**config.mk**
```make
export PLATFORM = sky130hd
export DESIGN_NAME = coordGenerator
export DESIGN_NICKNAME = d
export VERILOG_FILES = /design/src/verilog/mandelPkg.sv /design/src/verilog/coordGenerator.sv
export VERILOG_INCLUDE_DIRS = /design/src /design/src/verilog
export SDC_FILE = /design/constraint.sdc
export NUM_CORES = 1
export LEC_CHECK = 0
export BUFFER_PORTS_ARGS = -buffer_cell sky130_fd_sc_hd__clkbuf_2
export CORE_MARGIN = 4
export CORE_UTILIZATION = 40
export CTS_BUF_LIST = sky130_fd_sc_hd__clkbuf_4
export DETAILED_ROUTE_END_ITERATION = 6
export GPL_ROUTABILITY_DRIVEN = 0
export PLACE_DENSITY = 0.69
export SYNTH_ARGS = -nofsm -noshare
export SYNTH_HDL_FRONTEND = slang
export SYNTH_SLANG_ARGS = --single-unit
```
**constraint.sdc**
```tcl
create_clock -name CLOCK_50 -period 4.45 [get_ports CLOCK_50]
set_clock_uncertainty 0.05 [all_clocks]
set_input_delay 0.445 -clock CLOCK_50 [delete_from_list [all_inputs] [get_ports CLOCK_50]]
set_output_delay 0.445 -clock CLOCK_50 [all_outputs]
set_load 0.005 [all_outputs]
```
**src/verilog/mandel_settings.svh**
```systemverilog
`ifndef MANDEL_SETTINGS_SVH
`define MANDEL_SETTINGS_SVH

// Fixed point coordinates, 4 integer bits incl sign
`define FIX_W 36
`define FRAC_W 32

// Frame geometry, address is row * FRAME_W + col
`define FRAME_W 16
`define FRAME_H 12
`define ADDR_W 8

`define NUM_PROCS 4   // Iterating processors in the pool
`define MAX_ITER 100  // Points reaching this count are inside the set

`define BASE_STEP 36'h0_4000_0000  // 1/4 at zoom 0

`define CYCLES_PER_MS 50000  // 1 ms at 50 MHz

`define COLOR_W 3
`define ZOOM_W 4

`endif

```
**src/verilog/mandelPkg.sv**
```systemverilog
`include "mandel_settings.svh"

package mandelPkg;

  ////////////////////////////////////////
  // Payload structs
  ////////////////////////////////////////

  // One pixel of work, generator to processors
  typedef struct packed {
    logic signed [`FIX_W-1:0] cx;  // Real part of c
    logic signed [`FIX_W-1:0] cy;  // Imaginary part of c
    logic [`ADDR_W-1:0] pixAddr;
  } coordTask_t;

  // Finished pixel, processors to frame buffer
  typedef struct packed {
    logic [`ADDR_W-1:0] addr;
    logic [`COLOR_W-1:0] color;
  } pixelWrite_t;

  ////////////////////////////////////////
  // State machines
  ////////////////////////////////////////

  typedef enum logic [1:0] {
    GEN_IDLE,   // Waiting for start
    GEN_ISSUE,  // Walking the frame
    GEN_DRAIN,  // All tasks out, waiting on writes
    GEN_DONE    // Frame complete
  } genState_t;

  typedef enum logic [1:0] {
    PROC_IDLE,
    PROC_ITER,  // One update per cycle
    PROC_HOLD   // Result waiting for the arbiter
  } procState_t;

endpackage

```
**src/verilog/coordGenerator.sv**
```systemverilog
`timescale 1ns/1ps
`include "mandel_settings.svh"

module coordGenerator import mandelPkg::*; (
  input  logic                     CLOCK_50,
  input  logic                     reset,
  input  logic                     start,       // Begin a new frame
  input  logic signed [`FIX_W-1:0] upperLeftX,
  input  logic signed [`FIX_W-1:0] upperLeftY,
  input  logic [`ZOOM_W-1:0]       zoom,
  input  logic                     taskRdy,     // Some processor is idle
  input  logic                     pixWrEn,     // Copy of the write strobe
  output logic                     taskVal,
  output coordTask_t               taskData,
  output logic                     busy,
  output logic                     done
);

  localparam int FRAME_PIX = `FRAME_W * `FRAME_H;
  localparam int CNT_W = $clog2(FRAME_PIX + 1);
  localparam int COL_W = $clog2(`FRAME_W);
  localparam int ROW_W = $clog2(`FRAME_H);

  genState_t state;
  logic signed [`FIX_W-1:0] cornerX;  // Left edge reloaded at each row
  logic signed [`FIX_W-1:0] step;
  logic signed [`FIX_W-1:0] curX;
  logic signed [`FIX_W-1:0] curY;
  logic [COL_W-1:0] col;
  logic [ROW_W-1:0] row;
  logic [`ADDR_W-1:0] addrCnt;
  logic [CNT_W-1:0] writeCount;  // Pixels already written back
  logic taskFire;
  logic lastCol;
  logic lastRow;
  logic startOk;

  assign taskVal  = (state == GEN_ISSUE);
  assign taskData = '{cx: curX, cy: curY, pixAddr: addrCnt};
  assign busy     = (state == GEN_ISSUE) || (state == GEN_DRAIN);
  assign done     = (state == GEN_DONE);

  assign taskFire = taskVal && taskRdy;
  assign lastCol  = (col == COL_W'(`FRAME_W - 1));
  assign lastRow  = (row == ROW_W'(`FRAME_H - 1));
  assign startOk  = start && ((state == GEN_IDLE) || (state == GEN_DONE));

  ////////////////////////////////////////
  // Frame FSM
  ////////////////////////////////////////
  always_ff @(posedge CLOCK_50) begin
    if (reset) begin
      state <= GEN_IDLE;
    end else begin
      case (state)
        GEN_IDLE, GEN_DONE: if (start) state <= GEN_ISSUE;
        GEN_ISSUE: if (taskFire && lastCol && lastRow) state <= GEN_DRAIN;
        // Done on the cycle after the final write
        GEN_DRAIN: if (pixWrEn && writeCount == CNT_W'(FRAME_PIX - 1)) state <= GEN_DONE;
        default: state <= GEN_IDLE;
      endcase
    end
  end

  // Raster walk by addition without a multiplier
  always_ff @(posedge CLOCK_50) begin
    if (startOk) begin
      cornerX    <= upperLeftX;
      step       <= `BASE_STEP >> zoom;  // Halves per zoom level
      curX       <= upperLeftX;
      curY       <= upperLeftY;
      col        <= '0;
      row        <= '0;
      addrCnt    <= '0;
      writeCount <= '0;
    end else begin
      if (taskFire) begin
        addrCnt <= addrCnt + 1'b1;
        if (lastCol) begin
          col  <= '0;
          row  <= row + 1'b1;
          curX <= cornerX;     // Back to left edge
          curY <= curY - step; // Rows go downward
        end else begin
          col  <= col + 1'b1;
          curX <= curX + step;
        end
      end
      if (pixWrEn) writeCount <= writeCount + 1'b1;
    end
  end

endmodule

```
==> results.md, run 1 <==
- Slew of the pin with the lowest slew margin: 952 ps
- Worst setup SP type: register
- Placeable core region: 0.0189 mm^2
- Routed via count: 6,161
- Reported leakage power: 0.00395 uW
- Largest fanout on the critical path: 54
- Max H-tree Level: 4
- Number of cells upsized or downsized after cts: 0
- Post-CTS setup repair buffer count: 0
- Inserted Clock Buffers: 17
- Die area: 0.0217 mm^2
- CP max stage delay: 570 ps
- Areal power density over the cells: 721 mW/mm^2
- Ordered list of cells on the worst path: inv_1 -> ha_1 -> nand2_4 -> buf_4 -> nand2_1 -> or4_1 -> o211ai_1
- Data arrival, critical path: 3200 ps
- Effective utilization at floorplan: 0.410
- Diodes inserted: 0
- Number of nets in the final layout: 1,061
- Post-synthesis average cell area: 10.3 um^2
- Synth cell types: 55
- Simple-gate share of the synthesized area: 0.170
- Cell area after technology mapping: 0.00775 mm^2
- Hpwl dp: 13,400 um
- Vias in the first global route: 5,996
- Proportion of synthesized area in mux cells: 0.00662
- Clock insertion delay at the later pin of the skew report: 550 ps
- Headroom to the max-slew limit: 0.364
- Worst-case clock buffer depth: 2
- Root buf cell: clkbuf_4
- Share of the yosys chip area belonging to registers: 0.547
- Share of synthesized cell area in full adder, half adder and majority cells: 0.0671
- Kind of critical path: reg -> reg
- TritonCTS Sinks: 150
- Post-detailed-routing wire length: 18,500 um
- Proportion of layout cells with a drive suffix above 1: 0.226
- Std cell rows: 50
- Crit path setup slack, layout: 1590 ps
- Max Clock Freq: 0.349 GHz
- Complex-gate fraction of the synthesized area: 0.122
- Origin of the worst min-delay path: upperLeftX[5]
- Initial antenna violation count: 0
- Terminating pin of the worst hold path: cornerX[5]
- CTS clock-pin slew for the worst setup and hold paths: 130 ps
- Post-Place Worst Slack: 1600 ps
- Number of nets produced by synthesis: 872
- Initial DRC Count: 390
- Critical-path top delay cell: buf_4
- Count of cells along the worst register-to-register path: 7
- Count of hold buffers inserted by post-cts repair: 30
- Fillers: 1,813
- Cells after Synth: 750
- GR Util All Layers: 0.171
- Sort of element at the end of the critical path: register
- Number of remaining DRC errors: 0
- Total count of max-transition violations in the final report: 0
- Number of top-level pins: 164
- Kind of path behind the tightest hold check: in -> reg
- Dominant synthesized flop cell: edfxtp_1
- Number of detailed-routing iterations run before antenna repair: 4
- Number of flops mapped to enable cells by yosys: 124
- Share of the cycle needed by the critical path after routing: 0.643
- Overall die width: 147 um
- Final antenna-violating net count: 0
- Ys async rst share: 0
- Synthesis-to-finish area growth: 21.5%
- Critical path data required time: 4790 ps
- Pin count of the biggest net entering global routing: 55
- Count of buffers from port buffering: 163
- Outcome: finished clean
- Critical R2R Launch: state[0]
- Worst vdd rail ir drop: 0.322 mV
- Setup TNS: 0 ps
- Total global routing overflow: 0
- Max capacitance violation total: 0
- Placed cell count: 1,150
- Setup repair after global routing missed its margin: no
- Hold Fails Final Rpt: 0
- Final setup violation count: 0
- Final critical path time including I/O delays and setup: 2860 ps
- End of the worst register-to-register path: curX[35]
- Number of flip-flops and latches in the synthesized netlist: 150
- Setup slack on the worst flop-to-flop path: 1590 ps
- Main combinational cell family by area after synthesis: simple AND/OR/NAND/NOR gates
- Vias per Instance: 5.08
- Final non-filler cell total: 1,212
- Wire length of the first global-routing pass: 30,100 um
- Number of instances on the worst hold path: 1
- Routed WL per cell: 15.3 um
- Xor and xnor area share after synthesis: 0.0531
- CTS tree: yes
- Die Span Y: 147 um
- Synth warn: 0
## area by class of cell
type	count	area [um^2]	share of cell area
clock buffer	21	158	0.0167
clock inverter	11	146	0.0155
inverter	29	111	0.0118
multi-input combinational	542	3270	0.347
sequential	150	4240	0.451
tap	260	325	0.0345
timing repair buffer	199	1160	0.123
## routing by layer
metal | vias up | share of wire | GRT usage
met5 | - | 0 | 0
li1 | 3104 | - | -
met3 | 16 | 0.059 | 0.0386
met2 | 162 | 0.47 | 0.280
met4 | 0 | 0.012 | 0.0419
met1 | 2879 | 0.46 | 0.231
## worst max-delay path by stage
stage	start	end	slack, ps
after floorplan	state[0]	cornerX[0]	780
after CTS	state[0]	curX[35]	1540
after detailed placement	state[0]	curX[35]	1600
after global placement	state[0]	curX[35]	1660
final	state[0]	curX[35]	1590
after global routing	state[0]	curX[35]	1310
## report_power, final
group	internal, uW	switching, uW
logic	1360	1960
clock network	420	498
registers	2260	299
total	4040	2750
## sequential cells by signal, summed over array words and instances (netlist names)
name        cells
curY           36
writeCount      8
row             4
curX           36
col             4
cornerX        36
step           16
state           2
addrCnt         8
## synth_stat cells (2+ instances only)
cell	n	share of area
mux2i_1	4	0.0052
and3_1	13	0.010
a31o_2	2	0.0023
or4_1	2	0.0019
nor3_1	13	0.0084
edfxtp_1	124	0.48
a21oi_1	68	0.044
nand4b_1	4	0.0045
a21o_1	2	0.0019
o21a_1	8	0.0077
and2b_2	2	0.0023
o21ai_0	33	0.021
nor3b_1	3	0.0029
a211oi_1	6	0.0058
nand2_1	124	0.060
nor2b_1	3	0.0024
nor2_1	76	0.037
nand3b_1	2	0.0019
dfxtp_1	26	0.067
o31ai_1	3	0.0029
nand3_1	22	0.014
a311oi_1	2	0.0023
or3_1	5	0.0040
o211ai_1	9	0.0087
buf_1	7	0.0034
clkbuf_8	3	0.0053
a31oi_1	6	0.0048
ha_1	40	0.065
clkbuf_1	18	0.0087
xor2_1	26	0.029
nand4_1	16	0.013
nand2b_1	5	0.0040
a2111o_1	2	0.0029
inv_1	29	0.014
nor4_1	2	0.0016
xnor2_1	21	0.024
## worst max-delay path, delay by kind of cell (launching register included)
| kind | cells | cell delay [ps] |
|---|---|---|
| AOI/OAI and AO/OA | 1 | 100 |
| adders and majority gates | 1 | 380 |
| buffers and inverters | 2 | 630 |
| and+or+nand+nor | 3 | 1120 |
| DFF | 1 | 420 |
## logic make-up (layout without fill, tap and decap cells)
kind of cell	after synthesis	count (layout)
multiplexers	5	5
buffers and inverters	58	260
XOR/XNOR	47	47
adder cells (fa/ha/maj)	41	41
flip-flops	150	150
AO/OA/AOI/OAI	155	155
AND/OR/NAND/NOR	294	294
## cell usage in the layout, fill, tap and decap left out, types with 9 or more instances in the layout
master         instances
clkbuf_4              21
xor2_1                26
o21ai_0               32
o211ai_1               9
nor2_1                76
a21oi_1               68
dlygate4sd3_1         30
inv_1                 28
nand3_1               22
ha_1                  40
nor3_1                13
edfxtp_1             124
dfxtp_1               26
clkbuf_2             163
and3_1                13
xnor2_1               21
nand2_1              123
nand4_1               16
## stage by stage
stage	utilization	total power, uW	area, um^2	hold WS, ps
3_5_place_dp	0.466	5910	8810	424
4_1_cts	0.498	6860	9420	2.65
2_1_floorplan	-	4910	7750	404
3_3_place_gp	0.466	5840	8810	413
5_1_grt	0.498	7380	9420	15.6
6_report	0.498	6790	9420	56.3
(Power assumes the default switching activity.)
==> run 2, diff against run 1 <==
Settings changed: PLACE_DENSITY 0.69 to 0.67.
Clock period 4.45 ns to 2.9 ns, I/O delays scaled along.
==> run 2 against run 1 <==
Worst setup slack worse by 1400 ps. Final cell count up 3.8%. Wire length grew 3.2%. Via count up 2.5%. Register-to-register slack worse by 1400 ps. Clock power is 43% higher. Hold slack gained 2.6 ps. Highest routed layer unchanged. Global-route usage rose by 0.67 points. Combinational power increased by 57%. Final area increased by 4.7%. Critical endpoint unchanged. Sequential share of layout area is 2.0 points lower.
==> results.md, run 2 (same netlist as run 1, synthesis figures left out) <==
- Max capacitance violation total: 0
- Routed via count: 6,317
- Worst vdd rail ir drop: 0.481 mV
- Total count of max-transition violations in the final report: 0
- Proportion of layout cells with a drive suffix above 1: 0.218
- Routed WL per cell: 15.2 um
- Share of power burned in the clock network: 0.126
- Die area: 0.0217 mm^2
- TritonCTS Sinks: 150
- Ordered list of cells on the worst path: ha_1 -> o21ai_0 -> o211ai_1 -> nand4_1 -> o211ai_1 -> nand2_1 -> or4_1 -> o211ai_1
- Hpwl dp: 13,500 um
- Total global routing overflow: 0
- CTS clock-pin slew for the worst setup and hold paths: 140 ps
- Setup TNS: 0 ps
- Final Power: 10,400 uW
- Overall die width: 147 um
- Reg power frac: 0.374
- Cell internal pwr: 6150 uW
- Worst-case clock buffer depth: 2
- Share of the cycle needed by the critical path after routing: 0.925
- Pin count of the biggest net entering global routing: 53
- Placeable core region: 0.0189 mm^2
- Critical path data required time: 3230 ps
- Std cell rows: 50
- Diodes inserted: 0
- CP max stage delay: 480 ps
- Root buf cell: clkbuf_4
- Number of nets in the final layout: 1,107
- Most common cell after layout, fill and taps aside: clkbuf_2
- Data arrival, critical path: 3010 ps
- Headroom to the max-slew limit: 0.620
- Vias in the first global route: 6,318
- Areal power density over the cells: 1060 mW/mm^2
- Post-CTS setup repair buffer count: 0
- Final setup violation count: 0
- Gate power share: 0.499
- Largest fanout on the critical path: 5
- Synthesis-to-finish area growth: 27.1%
- Die Span Y: 147 um
- Biggest registers after layout: cornerX x36, curX x36, curY x36
- Outcome: finished clean
- Kind of path behind the tightest hold check: in -> reg
- Proportion of total power due to net switching: 0.410
- Reg area: 0.00424 mm^2
- Cell mode on critical path: o211ai_1
- Final antenna-violating net count: 0
- Worst setup SP type: register
- CTS tree: yes
- Commonest cells after routing, fill and taps aside: clkbuf_2, edfxtp_1, nand2_1
- Kind of critical path: reg -> reg
- Max H-tree Level: 4
- Setup repair after global routing missed its margin: no
- Number of top-level pins: 164
- Number of detailed-routing iterations run before antenna repair: 4
- Post-detailed-routing wire length: 19,100 um
- Final critical path time including I/O delays and setup: 2680 ps
- Effective utilization at floorplan: 0.410
- Fillers: 1,784
- Slew of the pin with the lowest slew margin: 570 ps
- Final hold slack: 58.9 ps
- Multi-input logic area: 0.00327 mm^2
- Reported leakage power: 0.00412 uW
- Vias per Instance: 5.02
- Critical-path top delay cell: or4_1
- Inserted Clock Buffers: 17
- Sw Pwr: 4280 uW
- GR Util All Layers: 0.177
- Count of buffers from port buffering: 163
- Number of remaining DRC errors: 0
- Initial DRC Count: 333
- Max Clock Freq: 0.373 GHz
- Hold Fails Final Rpt: 0
- Clock insertion delay at the later pin of the skew report: 540 ps
- Wire length of the first global-routing pass: 31,200 um
- Initial antenna violation count: 0
- Sort of element at the end of the critical path: register
run 2: changes by cell type in the layout (fill, tap and decap cells not counted):
cell	delta
inv_4	-4
inv_6	+2
clkbuf_4	-3
bufinv_16	-1
clkinvlp_4	+3
clkinv_1	+2
clkinv_4	+1
buf_4	+4
dlygate4sd3_1	+41
buf_12	+1
run 2: routing by layer:
metal | wire [um] | GRT usage
met2 | 9160 | 0.297
met4 | 208 | 0.0517
met3 | 1280 | 0.0438
met1 | 8500 | 0.229
met5 | 0 | 0
run 2: area by class of cell:
class,count,share of cell area
Clock buffer,18,0.0137
Clock inverter,14,0.0150
Inverter,29,0.0113
Multi-Input combinational cell,542,0.332
Sequential cell,150,0.431
Tap cell,260,0.0330
Timing Repair Buffer,245,0.165
run 2: worst paths after layout:
check             endpoint  slack, ps  cells past startpoint            from
setup / recovery  curX[35]        220                      8        step[18]
hold / removal    curY[27]         60                      3  upperLeftY[27]
setup reg to reg  curX[35]        220                      8        step[18]
hold reg to reg     col[1]        440                      2          col[1]
run 2: critical path: cells and delay by family, from the launching register on:
| kind | cells | cell delay [ps] |
|---|---|---|
| and+or+nand+nor | 3 | 830 |
| DFF | 1 | 430 |
| AOI/OAI and AO/OA | 4 | 840 |
| adders and majority gates | 1 | 380 |
run 2: repair_timing:
item | in CTS | in global routing
gates resized for setup | 0 | 0
hold buffers | 71 | 0
endpoints found under the hold margin | 100 | 0
run 2: through the flow:
step,util,instances,area (um^2),setup WS [ps]
after detailed placement,0.469,1155,8860,257
after global placement,0.469,1155,8860,295
after floorplan,-,750,7760,9.57
after CTS,0.522,1258,9860,211
final,0.522,1258,9860,218
after global routing,0.522,1258,9860,76.9
run 2: power by group through the flow:
stage	combinational, uW	sequential, uW	clock (uW)
global placement	5070	3930	0
finish	5210	3910	1310
detailed placement	5130	3960	0
global route	5880	4000	1450
CTS	5240	3910	1380
floorplan	3630	3900	0
==> run 3, diff against run 2 <==
==> constraint.sdc (replaced) <==
create_clock -name CLOCK_50 -period 3.24 [get_ports CLOCK_50]
set_clock_uncertainty 0.05 [all_clocks]
set_input_delay 0.162 -clock CLOCK_50 [delete_from_list [all_inputs] [get_ports CLOCK_50]]
set_output_delay 0.162 -clock CLOCK_50 [all_outputs]
set_load 0.005 [all_outputs]
==> run 3 against run 2 <==
Count of clock-buffer cells in the layout fell by 1. Worst setup slack improved by 190 ps. Core utilization rose by 0.62 points. Clock power fell by 11%. Total power fell by 10%. Sequential cell count did not move. First-iteration DRC count rose by 29%. Die area did not move. Hold slack improved by 200 ps. Largest power group unchanged.
==> results.md, run 3 (same netlist as run 1, synthesis figures left out) <==
- GR Util All Layers: 0.178
- Amount of wire on met3 after detailed routing: 1290 um
- Post-CTS setup repair buffer count: 0
- Slew of the pin with the lowest slew margin: 663 ps
- Clock insertion delay at the later pin of the skew report: 560 ps
- Die Span Y: 147 um
- Origin of the worst min-delay path: reset
- Routed via count: 6,387
- Final setup violation count: 0
- Areal power density over the cells: 938 mW/mm^2
- Number of detailed-routing iterations run before antenna repair: 5
- Pin count of the biggest net entering global routing: 61
- Initial antenna violation count: 0
- Headroom to the max-slew limit: 0.556
- Outcome: finished clean
- Std cell rows: 50
- Number of nets in the final layout: 1,119
- Max capacitance violation total: 0
- Setup TNS: 0 ps
- Routed WL per cell: 15.2 um
- Share of the cycle needed by the critical path after routing: 0.874
- Critical path data required time: 3660 ps
- Vias per Instance: 5.03
- Cell family with the largest share of critical-path delay: simple AND/OR/NAND/NOR gates
- Hold Fails Final Rpt: 0
- Uppermost routed layer: met4
- Final non-filler cell area: 0.00997 mm^2
- Inserted Clock Buffers: 17
- Overall die width: 147 um
- Vias in the first global route: 6,289
- Proportion of layout cells with a drive suffix above 1: 0.218
- Number of top-level pins: 164
- Most common cell after layout, fill and taps aside: clkbuf_2
- Diodes inserted: 0
- Setup repair after global routing missed its margin: no
- Biggest registers after layout: cornerX x36, curX x36, curY x36
- Worst vdd rail ir drop: 0.439 mV
- Post-detailed-routing wire length: 19,300 um
- Data arrival, critical path: 3260 ps
- Total global routing overflow: 0
- Kind of path behind the tightest hold check: in -> reg
- Area after DPL: 0.00888 mm^2
- Max Clock Freq: 0.353 GHz
- Placeable core region: 0.0189 mm^2
- Commonest cells after routing, fill and taps aside: clkbuf_2, edfxtp_1, nand2_1
- Final critical path time including I/O delays and setup: 2830 ps
- Effective utilization at floorplan: 0.410
- Hpwl dp: 13,700 um
- Wire length on met2: 9240 um
- CP max stage delay: 540 ps
- CTS clock-pin slew for the worst setup and hold paths: 150 ps
- Wire length of the first global-routing pass: 31,100 um
- Final antenna-violating net count: 0
- Largest fanout on the critical path: 8
- Critical R2R Launch: col[0]
- TritonCTS Sinks: 150
- Metal-1 WL: 8610 um
- Initial DRC Count: 429
- Kind of critical path: reg -> reg
- Synthesis-to-finish area growth: 28.6%
- Worst setup path startpoint: col[0]
- Worst-case clock buffer depth: 2
- Count of buffers from port buffering: 163
- Total count of max-transition violations in the final report: 0
- Max H-tree Level: 4
- CTS tree: yes
- Root buf cell: clkbuf_4
- Ordered list of cells on the worst path: ha_1 -> nand3_1 -> nor2_1 -> nand4b_1 -> a22oi_1 -> a21oi_1 -> a21oi_1 -> nor2_1 -> dlygate4sd3_1
- Number of buffer and inverter instances along the worst setup path: 1
- Critical-path top delay cell: dlygate4sd3_1
- Number of remaining DRC errors: 0
- Sort of element at the end of the critical path: register
- Reported leakage power: 0.00419 uW
- Worst setup SP type: register
- Die area: 0.0217 mm^2
-- run 3: cell types whose count changed in the layout (fill, tap and decap cells not counted) --
cell / delta
clkinv_4: -1
dlygate4sd3_1: +12
buf_12: +1
bufinv_16: -1
inv_4: +2
clkbuf_4: -1
inv_8: +3
clkinvlp_4: -3
clkinv_2: +2
inv_2: +1
buf_4: -1
clkinv_1: -2
-- run 3: repair_timing --
item | 4_1_cts | 5_1_grt
resized for setup | 0 | 0
endpoints found under the hold margin | 130 | 0
hold buffers | 83 | 0
-- run 3: metal layers --
layer  vias to the layer above  track usage
met5                         -            0
met4                         0       0.0382
met3                        17       0.0512
met2                       172        0.291
met1                      2995        0.236
li1                       3203            -
-- run 3: worst min-delay path, delay by kind of cell --
| kind | cells | cell delay (ps) |
|---|---|---|
| buffers and inverters | 2 | 640 |
| AOI/OAI and AO/OA | 1 | 40 |
-- run 3: worst paths after layout --
check,slack [ps],endpoint,cells after the start
hold / removal,260,state[0],3
setup / recovery,410,state[1],9
hold reg to reg,440,col[1],2
setup reg to reg,410,state[1],9
-- run 3: stage by stage --
step           setup WS (ps)  power [uW]  cells   util  hold WS [ps]
6_report                 408        9350   1270  0.528           260
4_1_cts                  396        9420   1270  0.528           201
5_1_grt                  176       10200   1270  0.528           210
3_5_place_dp             575        8150   1155  0.470           299
3_3_place_gp             643        8080   1155  0.470           301
2_1_floorplan            313        6740    750      -           184
-- run 3: cell type report --
type	count	area, um^2
fill	1759	8920
sequential	150	4240
multi-input combinational	542	3270
timing repair buffer	257	1750
tap	260	325
clock inverter	15	139
clock buffer	17	128
inverter	29	111
-- run 3: power by group --
group	total, uW	internal (uW)	switching, uW
registers	3500	3090	410
logic	4690	1970	2720
clock network	1160	402	758
